[src/logic/simd_fp_defines.svh]
`ifndef SIMD_FP_DEFINES_SVH
`define SIMD_FP_DEFINES_SVH

`default_nettype none

// Operand word and lane widths.
`define SFP_WORD 64
`define SFP_HALF 32

`define SFP_LATENCY 2  // Issue to result, in cycles.

// Canonical quiet NaNs.
`define SFP_QNAN_S 32'h7fc0_0000
`define SFP_QNAN_D 64'h7ff8_0000_0000_0000

`default_nettype wire

`endif

[src/logic/simd_fp_pkg.sv]
`include "simd_fp_defines.svh"
`default_nettype none

package simd_fp_pkg;

  typedef enum logic [2:0] {
    op_min_s,
    op_max_s,
    op_cmp_s,
    op_sgnj_s,
    op_cmp_d,
    op_max_d
  } fp_op_e;

  typedef struct packed {
    logic        sign;
    logic [7:0]  exp;
    logic [22:0] frac;
  } fp_single_t;

  typedef struct packed {
    logic        sign;
    logic [10:0] exp;
    logic [51:0] frac;
  } fp_double_t;

  // One operand word, seen as a double or as two single lanes.
  typedef union packed {
    fp_double_t       d;
    fp_single_t [1:0] s;  // s[0] is lane 0, the low half.
  } fp_word_u;

  typedef struct packed {
    logic lt;
    logic eq;
    logic gt;
    logic unord;
  } fp_flags_t;

  function automatic logic is_nan_s(fp_single_t x);
    return (x.exp == '1) && (x.frac != '0);
  endfunction

  function automatic logic is_nan_d(fp_double_t x);
    return (x.exp == '1) && (x.frac != '0);
  endfunction

  function automatic logic is_snan_s(fp_single_t x);
    return is_nan_s(x) && !x.frac[22];  // Quiet bit clear.
  endfunction

  function automatic logic is_snan_d(fp_double_t x);
    return is_nan_d(x) && !x.frac[51];
  endfunction

  // Sign-magnitude order on non-NaN values; -0 sorts below +0.
  function automatic logic lt_s(fp_single_t x, fp_single_t y);
    if (x.sign != y.sign) return x.sign;
    if (x.sign) return {x.exp, x.frac} > {y.exp, y.frac};
    return {x.exp, x.frac} < {y.exp, y.frac};
  endfunction

  function automatic logic lt_d(fp_double_t x, fp_double_t y);
    if (x.sign != y.sign) return x.sign;
    if (x.sign) return {x.exp, x.frac} > {y.exp, y.frac};
    return {x.exp, x.frac} < {y.exp, y.frac};
  endfunction

  function automatic fp_flags_t cmp_s(fp_single_t x, fp_single_t y);
    fp_flags_t f;
    f = '0;
    if (is_nan_s(x) || is_nan_s(y)) begin
      f.unord = 1'b1;
    end else if ((x == y) || ({x.exp, x.frac, y.exp, y.frac} == '0)) begin
      f.eq = 1'b1;  // Covers +0 == -0.
    end else if (lt_s(x, y)) begin
      f.lt = 1'b1;
    end else begin
      f.gt = 1'b1;
    end
    return f;
  endfunction

  function automatic fp_flags_t cmp_d(fp_double_t x, fp_double_t y);
    fp_flags_t f;
    f = '0;
    if (is_nan_d(x) || is_nan_d(y)) begin
      f.unord = 1'b1;
    end else if ((x == y) || ({x.exp, x.frac, y.exp, y.frac} == '0)) begin
      f.eq = 1'b1;
    end else if (lt_d(x, y)) begin
      f.lt = 1'b1;
    end else begin
      f.gt = 1'b1;
    end
    return f;
  endfunction

  function automatic fp_single_t sel_s(fp_single_t x, fp_single_t y, logic take_max);
    if (is_nan_s(x) && is_nan_s(y)) return fp_single_t'(`SFP_QNAN_S);
    if (is_nan_s(x)) return y;
    if (is_nan_s(y)) return x;
    return (lt_s(x, y) ^ take_max) ? x : y;
  endfunction

  function automatic fp_double_t sel_d(fp_double_t x, fp_double_t y, logic take_max);
    if (is_nan_d(x) && is_nan_d(y)) return fp_double_t'(`SFP_QNAN_D);
    if (is_nan_d(x)) return y;
    if (is_nan_d(y)) return x;
    return (lt_d(x, y) ^ take_max) ? x : y;
  endfunction

endpackage

`default_nettype wire

[src/logic/simd_fp_if.sv]
`include "simd_fp_defines.svh"
`default_nettype none

interface issue_if;
  import simd_fp_pkg::*;

  logic     valid;
  fp_op_e   op;
  fp_word_u a;
  fp_word_u b;

  modport src (
    output valid,
    output op,
    output a,
    output b
  );

  modport dst (
    input valid,
    input op,
    input a,
    input b
  );
endinterface

interface half_res_if;
  import simd_fp_pkg::*;

  logic                 valid;
  logic [`SFP_WORD-1:0] result;  // Lane bits only, or the whole word when wide.
  fp_flags_t            flags;
  logic                 invalid;
  logic                 wide;

  modport src (
    output valid,
    output result,
    output flags,
    output invalid,
    output wide
  );

  modport dst (
    input valid,
    input result,
    input flags,
    input invalid,
    input wide
  );
endinterface

`default_nettype wire

[src/logic/fp_half_hi.sv]
`include "simd_fp_defines.svh"
`default_nettype none

module fp_half_hi (
  input wire      clk,
  input wire      reset,
  issue_if.dst    iss,
  half_res_if.src res
);
  import simd_fp_pkg::*;

  logic [`SFP_LATENCY-1:0] vld_pipe;
  fp_op_e                  op_s1;
  fp_word_u                a_s1;
  fp_word_u                b_s1;
  fp_single_t              ha;
  fp_single_t              hb;
  fp_single_t              sgnj;
  fp_double_t              da;
  fp_double_t              db;
  logic                    dbl_op;
  logic [`SFP_WORD-1:0]    res_d;
  logic [`SFP_WORD-1:0]    res_q;
  fp_flags_t               flags_d;
  fp_flags_t               flags_q;
  logic                    inv_d;
  logic                    inv_q;
  logic                    wide_d;
  logic                    wide_q;

  assign ha = a_s1.s[1];
  assign hb = b_s1.s[1];
  assign da = a_s1.d;
  assign db = b_s1.d;
  assign sgnj = '{sign: hb.sign, exp: ha.exp, frac: ha.frac};

  assign dbl_op = op_s1 inside {op_cmp_d, op_max_d};

  always_ff @(posedge clk) begin
    if (reset) begin
      vld_pipe <= '0;
    end else begin
      vld_pipe <= {vld_pipe[`SFP_LATENCY-2:0], iss.valid};
    end
  end

  // Operand stage, then result stage.
  always_ff @(posedge clk) begin
    if (iss.valid) begin
      op_s1 <= iss.op;
      a_s1  <= iss.a;
      b_s1  <= iss.b;
    end
    res_q   <= res_d;
    flags_q <= flags_d;
    inv_q   <= inv_d;
    wide_q  <= wide_d;
  end

  always_comb begin
    res_d   = '0;
    flags_d = '0;
    inv_d   = 1'b0;
    wide_d  = 1'b0;
    if (vld_pipe[0]) begin
      wide_d = dbl_op;
      if (dbl_op) begin
        inv_d = is_snan_d(da) || is_snan_d(db);
      end else begin
        inv_d = is_snan_s(ha) || is_snan_s(hb);
      end
      case (op_s1)
        op_min_s:  res_d[`SFP_WORD-1:`SFP_HALF] = sel_s(ha, hb, 1'b0);
        op_max_s:  res_d[`SFP_WORD-1:`SFP_HALF] = sel_s(ha, hb, 1'b1);
        op_cmp_s:  flags_d = cmp_s(ha, hb);
        op_sgnj_s: res_d[`SFP_WORD-1:`SFP_HALF] = sgnj;
        op_cmp_d:  flags_d = cmp_d(da, db);  // Result word stays zero.
        op_max_d:  res_d = sel_d(da, db, 1'b1);
        default: begin
          inv_d  = 1'b0;
          wide_d = 1'b0;
        end
      endcase
    end
  end

  assign res.valid   = vld_pipe[`SFP_LATENCY-1];
  assign res.result  = res_q;
  assign res.flags   = flags_q;
  assign res.invalid = inv_q;
  assign res.wide    = wide_q;

endmodule

`default_nettype wire

[src/logic/fp_half_lo.sv]
`include "simd_fp_defines.svh"
`default_nettype none

module fp_half_lo (
  input wire      clk,
  input wire      reset,
  issue_if.dst    iss,
  half_res_if.src res
);
  import simd_fp_pkg::*;

  logic [`SFP_LATENCY-1:0] vld_pipe;
  fp_op_e                  op_s1;
  fp_word_u                a_s1;
  fp_word_u                b_s1;
  fp_single_t              la;
  fp_single_t              lb;
  fp_single_t              sgnj;
  logic                    lane_op;
  logic [`SFP_WORD-1:0]    res_d;
  logic [`SFP_WORD-1:0]    res_q;
  fp_flags_t               flags_d;
  fp_flags_t               flags_q;
  logic                    inv_d;
  logic                    inv_q;

  assign la = a_s1.s[0];
  assign lb = b_s1.s[0];
  assign sgnj = '{sign: lb.sign, exp: la.exp, frac: la.frac};

  // Double operations belong to the high half.
  assign lane_op = vld_pipe[0] && (op_s1 inside {op_min_s, op_max_s, op_cmp_s, op_sgnj_s});

  always_ff @(posedge clk) begin
    if (reset) begin
      vld_pipe <= '0;
    end else begin
      vld_pipe <= {vld_pipe[`SFP_LATENCY-2:0], iss.valid};
    end
  end

  always_ff @(posedge clk) begin
    if (iss.valid) begin
      op_s1 <= iss.op;
      a_s1  <= iss.a;
      b_s1  <= iss.b;
    end
    res_q   <= res_d;
    flags_q <= flags_d;
    inv_q   <= inv_d;
  end

  always_comb begin
    res_d   = '0;
    flags_d = '0;
    inv_d   = 1'b0;
    if (lane_op) begin
      inv_d = is_snan_s(la) || is_snan_s(lb);
      case (op_s1)
        op_min_s:  res_d[`SFP_HALF-1:0] = sel_s(la, lb, 1'b0);
        op_max_s:  res_d[`SFP_HALF-1:0] = sel_s(la, lb, 1'b1);
        op_cmp_s:  flags_d = cmp_s(la, lb);
        op_sgnj_s: res_d[`SFP_HALF-1:0] = sgnj;
        default:   res_d = '0;
      endcase
    end
  end

  assign res.valid   = vld_pipe[`SFP_LATENCY-1];
  assign res.result  = res_q;
  assign res.flags   = flags_q;
  assign res.invalid = inv_q;
  assign res.wide    = 1'b0;  // Lane 0 never holds a double.

endmodule

`default_nettype wire

[src/logic/fp_merge.sv]
`include "simd_fp_defines.svh"
`default_nettype none

module fp_merge (
  input wire                       clk,
  input wire                       reset,
  half_res_if.dst                  lo,
  half_res_if.dst                  hi,
  input wire                       clear_flags,
  output logic                     out_valid,
  output logic [`SFP_WORD-1:0]     result,
  output simd_fp_pkg::fp_flags_t   flags_lo,
  output simd_fp_pkg::fp_flags_t   flags_hi,
  output logic                     out_invalid,
  output logic                     invalid_sticky
);

  // Idle halves drive zeros, so a plain OR joins them.
  assign out_valid   = lo.valid | hi.valid;
  assign result      = lo.result | hi.result;
  assign out_invalid = lo.invalid | hi.invalid;

  // Double flags come out on lane 0.
  always_comb begin
    if (hi.wide) begin
      flags_lo = hi.flags;
      flags_hi = '0;
    end else begin
      flags_lo = lo.flags;
      flags_hi = hi.flags;
    end
  end

  always_ff @(posedge clk) begin
    if (reset) begin
      invalid_sticky <= 1'b0;
    end else if (clear_flags) begin
      invalid_sticky <= 1'b0;  // Clear wins over a new invalid.
    end else if (out_valid && out_invalid) begin
      invalid_sticky <= 1'b1;
    end
  end

endmodule

`default_nettype wire

[src/logic/simd_fp_unit.sv]
`include "simd_fp_defines.svh"
`default_nettype none

module simd_fp_unit (
  input wire                          clk,
  input wire                          reset,
  input wire                          in_valid,
  input wire simd_fp_pkg::fp_op_e     op,
  input wire [`SFP_WORD-1:0]          a,
  input wire [`SFP_WORD-1:0]          b,
  input wire                          clear_flags,
  output logic                        out_valid,
  output logic [`SFP_WORD-1:0]        result,
  output simd_fp_pkg::fp_flags_t      flags_lo,
  output simd_fp_pkg::fp_flags_t      flags_hi,
  output logic                        out_invalid,
  output logic                        invalid_sticky
);

  issue_if    iss ();
  half_res_if lo_res ();
  half_res_if hi_res ();

  // Both halves see the same issue bus.
  assign iss.valid = in_valid;
  assign iss.op    = op;
  assign iss.a     = a;
  assign iss.b     = b;

  fp_half_lo u_half_lo (
    .clk   (clk),
    .reset (reset),
    .iss   (iss.dst),
    .res   (lo_res.src)
  );

  fp_half_hi u_half_hi (
    .clk   (clk),
    .reset (reset),
    .iss   (iss.dst),
    .res   (hi_res.src)
  );

  fp_merge u_merge (
    .clk            (clk),
    .reset          (reset),
    .lo             (lo_res.dst),
    .hi             (hi_res.dst),
    .clear_flags    (clear_flags),
    .out_valid      (out_valid),
    .result         (result),
    .flags_lo       (flags_lo),
    .flags_hi       (flags_hi),
    .out_invalid    (out_invalid),
    .invalid_sticky (invalid_sticky)
  );

endmodule

`default_nettype wire

[config.mk]
export PLATFORM = sky130hd
export DESIGN_NAME = simd_fp_unit
export DESIGN_NICKNAME = d
export VERILOG_FILES = /design/src/logic/simd_fp_pkg.sv /design/src/logic/simd_fp_if.sv /design/src/logic/fp_half_hi.sv /design/src/logic/fp_half_lo.sv /design/src/logic/fp_merge.sv /design/src/logic/simd_fp_unit.sv
export VERILOG_INCLUDE_DIRS = /design/src /design/src/logic
export SDC_FILE = /design/constraint.sdc
export NUM_CORES = 1
export LEC_CHECK = 0
export BUFFER_PORTS_ARGS = -buffer_cell sky130_fd_sc_hd__clkbuf_2
export CAP_MARGIN = 10
export CORE_AREA = 8 8 174 176
export DETAILED_ROUTE_END_ITERATION = 12
export DIE_AREA = 0 0 182 184
export SYNTH_ARGS = -nofsm -noshare
export SYNTH_HDL_FRONTEND = slang
export SYNTH_SLANG_ARGS = --single-unit
[constraint.sdc]
create_clock -name clk -period 3.3 [get_ports clk]
set_input_delay 0.165 -clock clk [delete_from_list [all_inputs] [get_ports clk]]
set_output_delay 0.165 -clock clk [all_outputs]
set_load 0.02 [all_outputs]
==> impl_results.md <==
* Final Cycle Share at 1.02
* CTS root buffer: sky130_fd_sc_hd__clkbuf_16
* Tightest Hold Check Type: in -> reg
* Async SR Flop Fraction at 0
* Global-route wire length before repair at approximately 50000 um
* Count of routing violations after the opening detailed-route iteration at around 580
* Core area at 27500 um^2
* Fin worst setup slack at -0.0686 ns
* Mapped cell area at between 10000 and 15000 um^2
* Most frequent CP cell: sky130_fd_sc_hd__buf_4
* Count of unique library cells instantiated by Yosys at between 60 and 70
* Cell taking the most area after synthesis: sky130_fd_sc_hd__edfxtp_1
* Top_reg_cell synth: sky130_fd_sc_hd__edfxtp_1
* Post-synthesis instance total at 963
* Count of warnings emitted by yosys at 0
* Number of vias per cell after detailed routing at between 5 and 6
* Die Ht at 184 um
* Per-cell routed wire length at 18.1 um
* Drt first pass iters at 7
* WL final at about 33000 um
* Critical path endpoint category: flip-flop
* Sequential area share after synthesis at 0.569
* Avg Cell Area, Syn at ~11 um^2
* Met3 layer usage reported by global route at 0.0320
* RSZ-0062 raised after global routing: yes
* Worst voltage drop across the vdd grid at between 0.0004 and 0.0005 V
* Initial Utilization at 0.392
* Register-to-register path setup slack at -0.07 ns
* Number of buffers added on ports at between 200 and 250
* Flops & latches, synth at ~240
* Busiest layer in global routing: met2
* Largest fanout on the critical path at 6
* Die boundary width at about 180 um
* Total I/O pin count at 210
* Areal power density over the cells at approximately 490 nW/um^2
* Failing checks: setup timing
* Detailed placement HPWL at about 23000 um
* Fraction of the mapped netlist area in compound gates at 0.143
* Remaining antenna violation count after routing at 0
* Adder-cell area share of the yosys netlist at 0.0789
* Crit path max-delay cell type: sky130_fd_sc_hd__or4_4
* Synth Area in Simple Gates at 0.140
* Vias in the first global route at 9270
* Final setup violation count at 36
* Slew of the pin with the lowest slew margin at 0.761 ns
* Maximum buffer depth of the clock tree at 3
* Net Count, Synth at about 1200
* Clock Skew at 0.0168 ns
* Antenna diode count at 0
* Tot GR Track Use at 0.186
* Met1 routing resource usage after global routing at 0.246
* Die Area at between 30000 and 40000 um^2
* Number of hold-slack violations in the final timing report at 0
* Cell types with the largest area share after synthesis: sky130_fd_sc_hd__edfxtp_1 36%, sky130_fd_sc_hd__dfxtp_1 20%, sky130_fd_sc_hd__ha_1 7.9%
* CTS tree: built
* Cells along the critical path: ha_4, nand4_1, or4_4, a221o_1, and4b_4, o211ai_1, mux2i_2, buf_4, nor2_4, buf_4, buf_6, o221a_4, a21oi_2
* Later-pin clock latency in the skew report at 0.54 ns
* Via count at between 9000 and 10000
* Number of placement rows at 61
* Post-layout power at between 7000 and 8000 uW
* Xor/xnor cell area share of the yosys netlist at 0.000812
* Result of the run: complete, but fails checks
* Crit-path max cell delay at a little under 0.6 ns
* Proportion of synthesized area in mux cells at 0.00754
* Leakage at slightly above 0.007 uW
* Final cell utilization of the core at 0.579
* Global-route met2 utilization at 0.305
* Max-Cap Viols at 0
* Top-area cell type share of the netlist area at 0.365
* Area added between synthesis and finish at 47.5%
* Required time of the critical path at 3.67 ns
* CTS HTree Levels at 1
* Sort of element at the start of the critical path: flip-flop
* Total count of max-transition violations in the final report at 0
* Slew headroom at 0.487
* Clock transition time at the flip-flop clock pins of the worst setup and hold paths at 0.06 ns
* TritonCTS buffer count at 27
* Gpl congestion at between 0.8 and 0.9
* Hold Slack at approximately 0.28 ns
* Highest Clock Rate at slightly below 0.3 GHz
* Number of antenna violations at the first check in global routing at 0
* Final-stage net count at about 1600
* Crit Path Category: reg -> reg
* Drt drc at 0
* Number of flops mapped to enable cells by yosys at ~130
* Largest net degree at the start of global routing at around 130
* CTS sink cnt at approximately 240
* Largest family of logic cells by synthesized area: compound AO/OA/AOI/OAI gates
* Fraction of final layout cells with drive strength greater than 1 at 0.365
* Clock period minus final worst setup slack at roughly 3.4 ns
* Arrival time reported for the critical path endpoint at between 3 and 4 ns
* Grt total ovfl at 0
-- through the flow --
step           cells  TNS, ns  area (um^2)  worst slack (ns)
6_report        1813    -1.23        15900           -0.0686
5_1_grt         1813   -15.17        15900            -0.241
4_1_cts         1798    -2.21        15500           -0.0954
3_5_place_dp    1612    -6.93        13200            -0.157
2_1_floorplan    963        0        10800            0.0740
3_3_place_gp    1612    -4.52        13200            -0.122
-- cells in the mapped netlist (3+ instances only) --
library cell / count
sky130_fd_sc_hd__a32o_1: 10
sky130_fd_sc_hd__o221a_2: 3
sky130_fd_sc_hd__o21a_1: 4
sky130_fd_sc_hd__or2_2: 37
sky130_fd_sc_hd__nand4_1: 23
sky130_fd_sc_hd__a22o_1: 41
sky130_fd_sc_hd__nand4b_1: 3
sky130_fd_sc_hd__o41ai_1: 3
sky130_fd_sc_hd__clkbuf_1: 24
sky130_fd_sc_hd__o31ai_1: 4
sky130_fd_sc_hd__nand3_1: 16
sky130_fd_sc_hd__nor2_1: 31
sky130_fd_sc_hd__buf_4: 32
sky130_fd_sc_hd__a22o_2: 10
sky130_fd_sc_hd__nor2b_1: 10
sky130_fd_sc_hd__a211oi_1: 6
sky130_fd_sc_hd__nand2_1: 106
sky130_fd_sc_hd__a21o_1: 7
sky130_fd_sc_hd__nor4_1: 35
sky130_fd_sc_hd__ha_1: 68
sky130_fd_sc_hd__a221oi_1: 4
sky130_fd_sc_hd__a21boi_0: 3
sky130_fd_sc_hd__edfxtp_1: 131
sky130_fd_sc_hd__o211ai_1: 4
sky130_fd_sc_hd__dfxtp_1: 110
sky130_fd_sc_hd__mux2_2: 6
sky130_fd_sc_hd__nor3_1: 19
sky130_fd_sc_hd__o21ai_1: 3
sky130_fd_sc_hd__o21ai_0: 19
sky130_fd_sc_hd__a21oi_1: 68
sky130_fd_sc_hd__inv_1: 74
sky130_fd_sc_hd__o22ai_1: 3
-- cell type report --
class,instances,area (um^2)
Timing Repair Buffer,514,3860
Tap cell,346,433
Sequential cell,241,6140
Clock buffer,42,815
Inverter,75,282
Fill cell,2277,11600
Clock inverter,8,48.8
Multi-Input combinational cell,587,4330
-- timing repair --
item | 4_1_cts | 5_1_grt
pin swaps | 11 | 29
buffers inserted | 2 | 11
resized for setup | 12 | 58
gates cloned | 0 | 4
hold buffers | 134 | 0
setup endpoints to repair | 86 | 94
endpoints found under the hold margin | 134 | 0
-- report_power, final --
group          leakage (uW)  internal (uW)  switching [uW]  total (uW)
Combinational       0.00449            740             753        1490
Clock              0.000433           1690            1170        2860
Sequential          0.00217           3360             119        3480
-- state kept, by name, summed over array words and instances, names as in the netlist, 3 cells and up --
signal / flops
u_half_lo.op_s1: 3
u_half_lo.res.result: 32
u_half_lo.a_s1: 64
u_half_hi.res.result: 64
u_half_lo.res.flags: 4
u_half_hi.res.flags: 4
u_half_lo.b_s1: 64
-- critical path: cells and delay by family, from the launching register on --
kind	cells	cell delay, ns
fa+ha+maj	1	0.30
simple gates	4	1.19
flops	1	0.43
buf+inv	3	0.42
compound gates	4	0.75
mux	1	0.12
-- cells by family (layout without fill, tap and decap cells) --
family	count (synthesis)	after routing
flip-flops	241	241
AND/OR/NAND/NOR	298	298
buffers and inverters	135	639
multiplexers	7	7
AO/OA/AOI/OAI	213	213
adder cells (fa/ha/maj)	68	68
XOR/XNOR	1	1
-- final timing paths --
path,from,depth (start not counted),endpoint
max,u_half_lo.a_s1[58],13,u_half_hi.res.result[54]
min,in_valid,2,u_half_lo.b_s1[60]
max reg2reg,u_half_lo.a_s1[58],13,u_half_hi.res.result[54]
min reg2reg,u_half_lo.b_s1[39],1,u_half_hi.res.result[39]
-- cells in the final DEF, fill, tap and decap left out, types with 7 or more instances in the layout --
master and count:
sky130_fd_sc_hd__buf_12 8, sky130_fd_sc_hd__buf_4 156, sky130_fd_sc_hd__a21oi_2 14, sky130_fd_sc_hd__nor2b_1 10, sky130_fd_sc_hd__a21o_1 7, sky130_fd_sc_hd__a32o_1 10, sky130_fd_sc_hd__nand4_1 23, sky130_fd_sc_hd__edfxtp_1 131
sky130_fd_sc_hd__dfxtp_1 110, sky130_fd_sc_hd__nand2_1 94, sky130_fd_sc_hd__nor3_1 17, sky130_fd_sc_hd__nand2_4 8, sky130_fd_sc_hd__clkbuf_16 32, sky130_fd_sc_hd__clkbuf_2 209, sky130_fd_sc_hd__inv_1 73, sky130_fd_sc_hd__ha_1 66
sky130_fd_sc_hd__or2_2 37, sky130_fd_sc_hd__nor4_1 32, sky130_fd_sc_hd__nor2_1 30, sky130_fd_sc_hd__nand3_1 15, sky130_fd_sc_hd__clkbuf_1 7, sky130_fd_sc_hd__a22o_2 9, sky130_fd_sc_hd__a21oi_1 54, sky130_fd_sc_hd__a22o_1 41
sky130_fd_sc_hd__o21ai_0 16, sky130_fd_sc_hd__dlygate4sd3_1 134
-- per-layer routing --
metal,up-vias,part of all wire
li1,4495,-
met1,4276,0.45
met2,303,0.47
met3,64,0.054
met4,0,0.027
met5,-,0
Note: power is estimated with default switching activity, not from simulation.
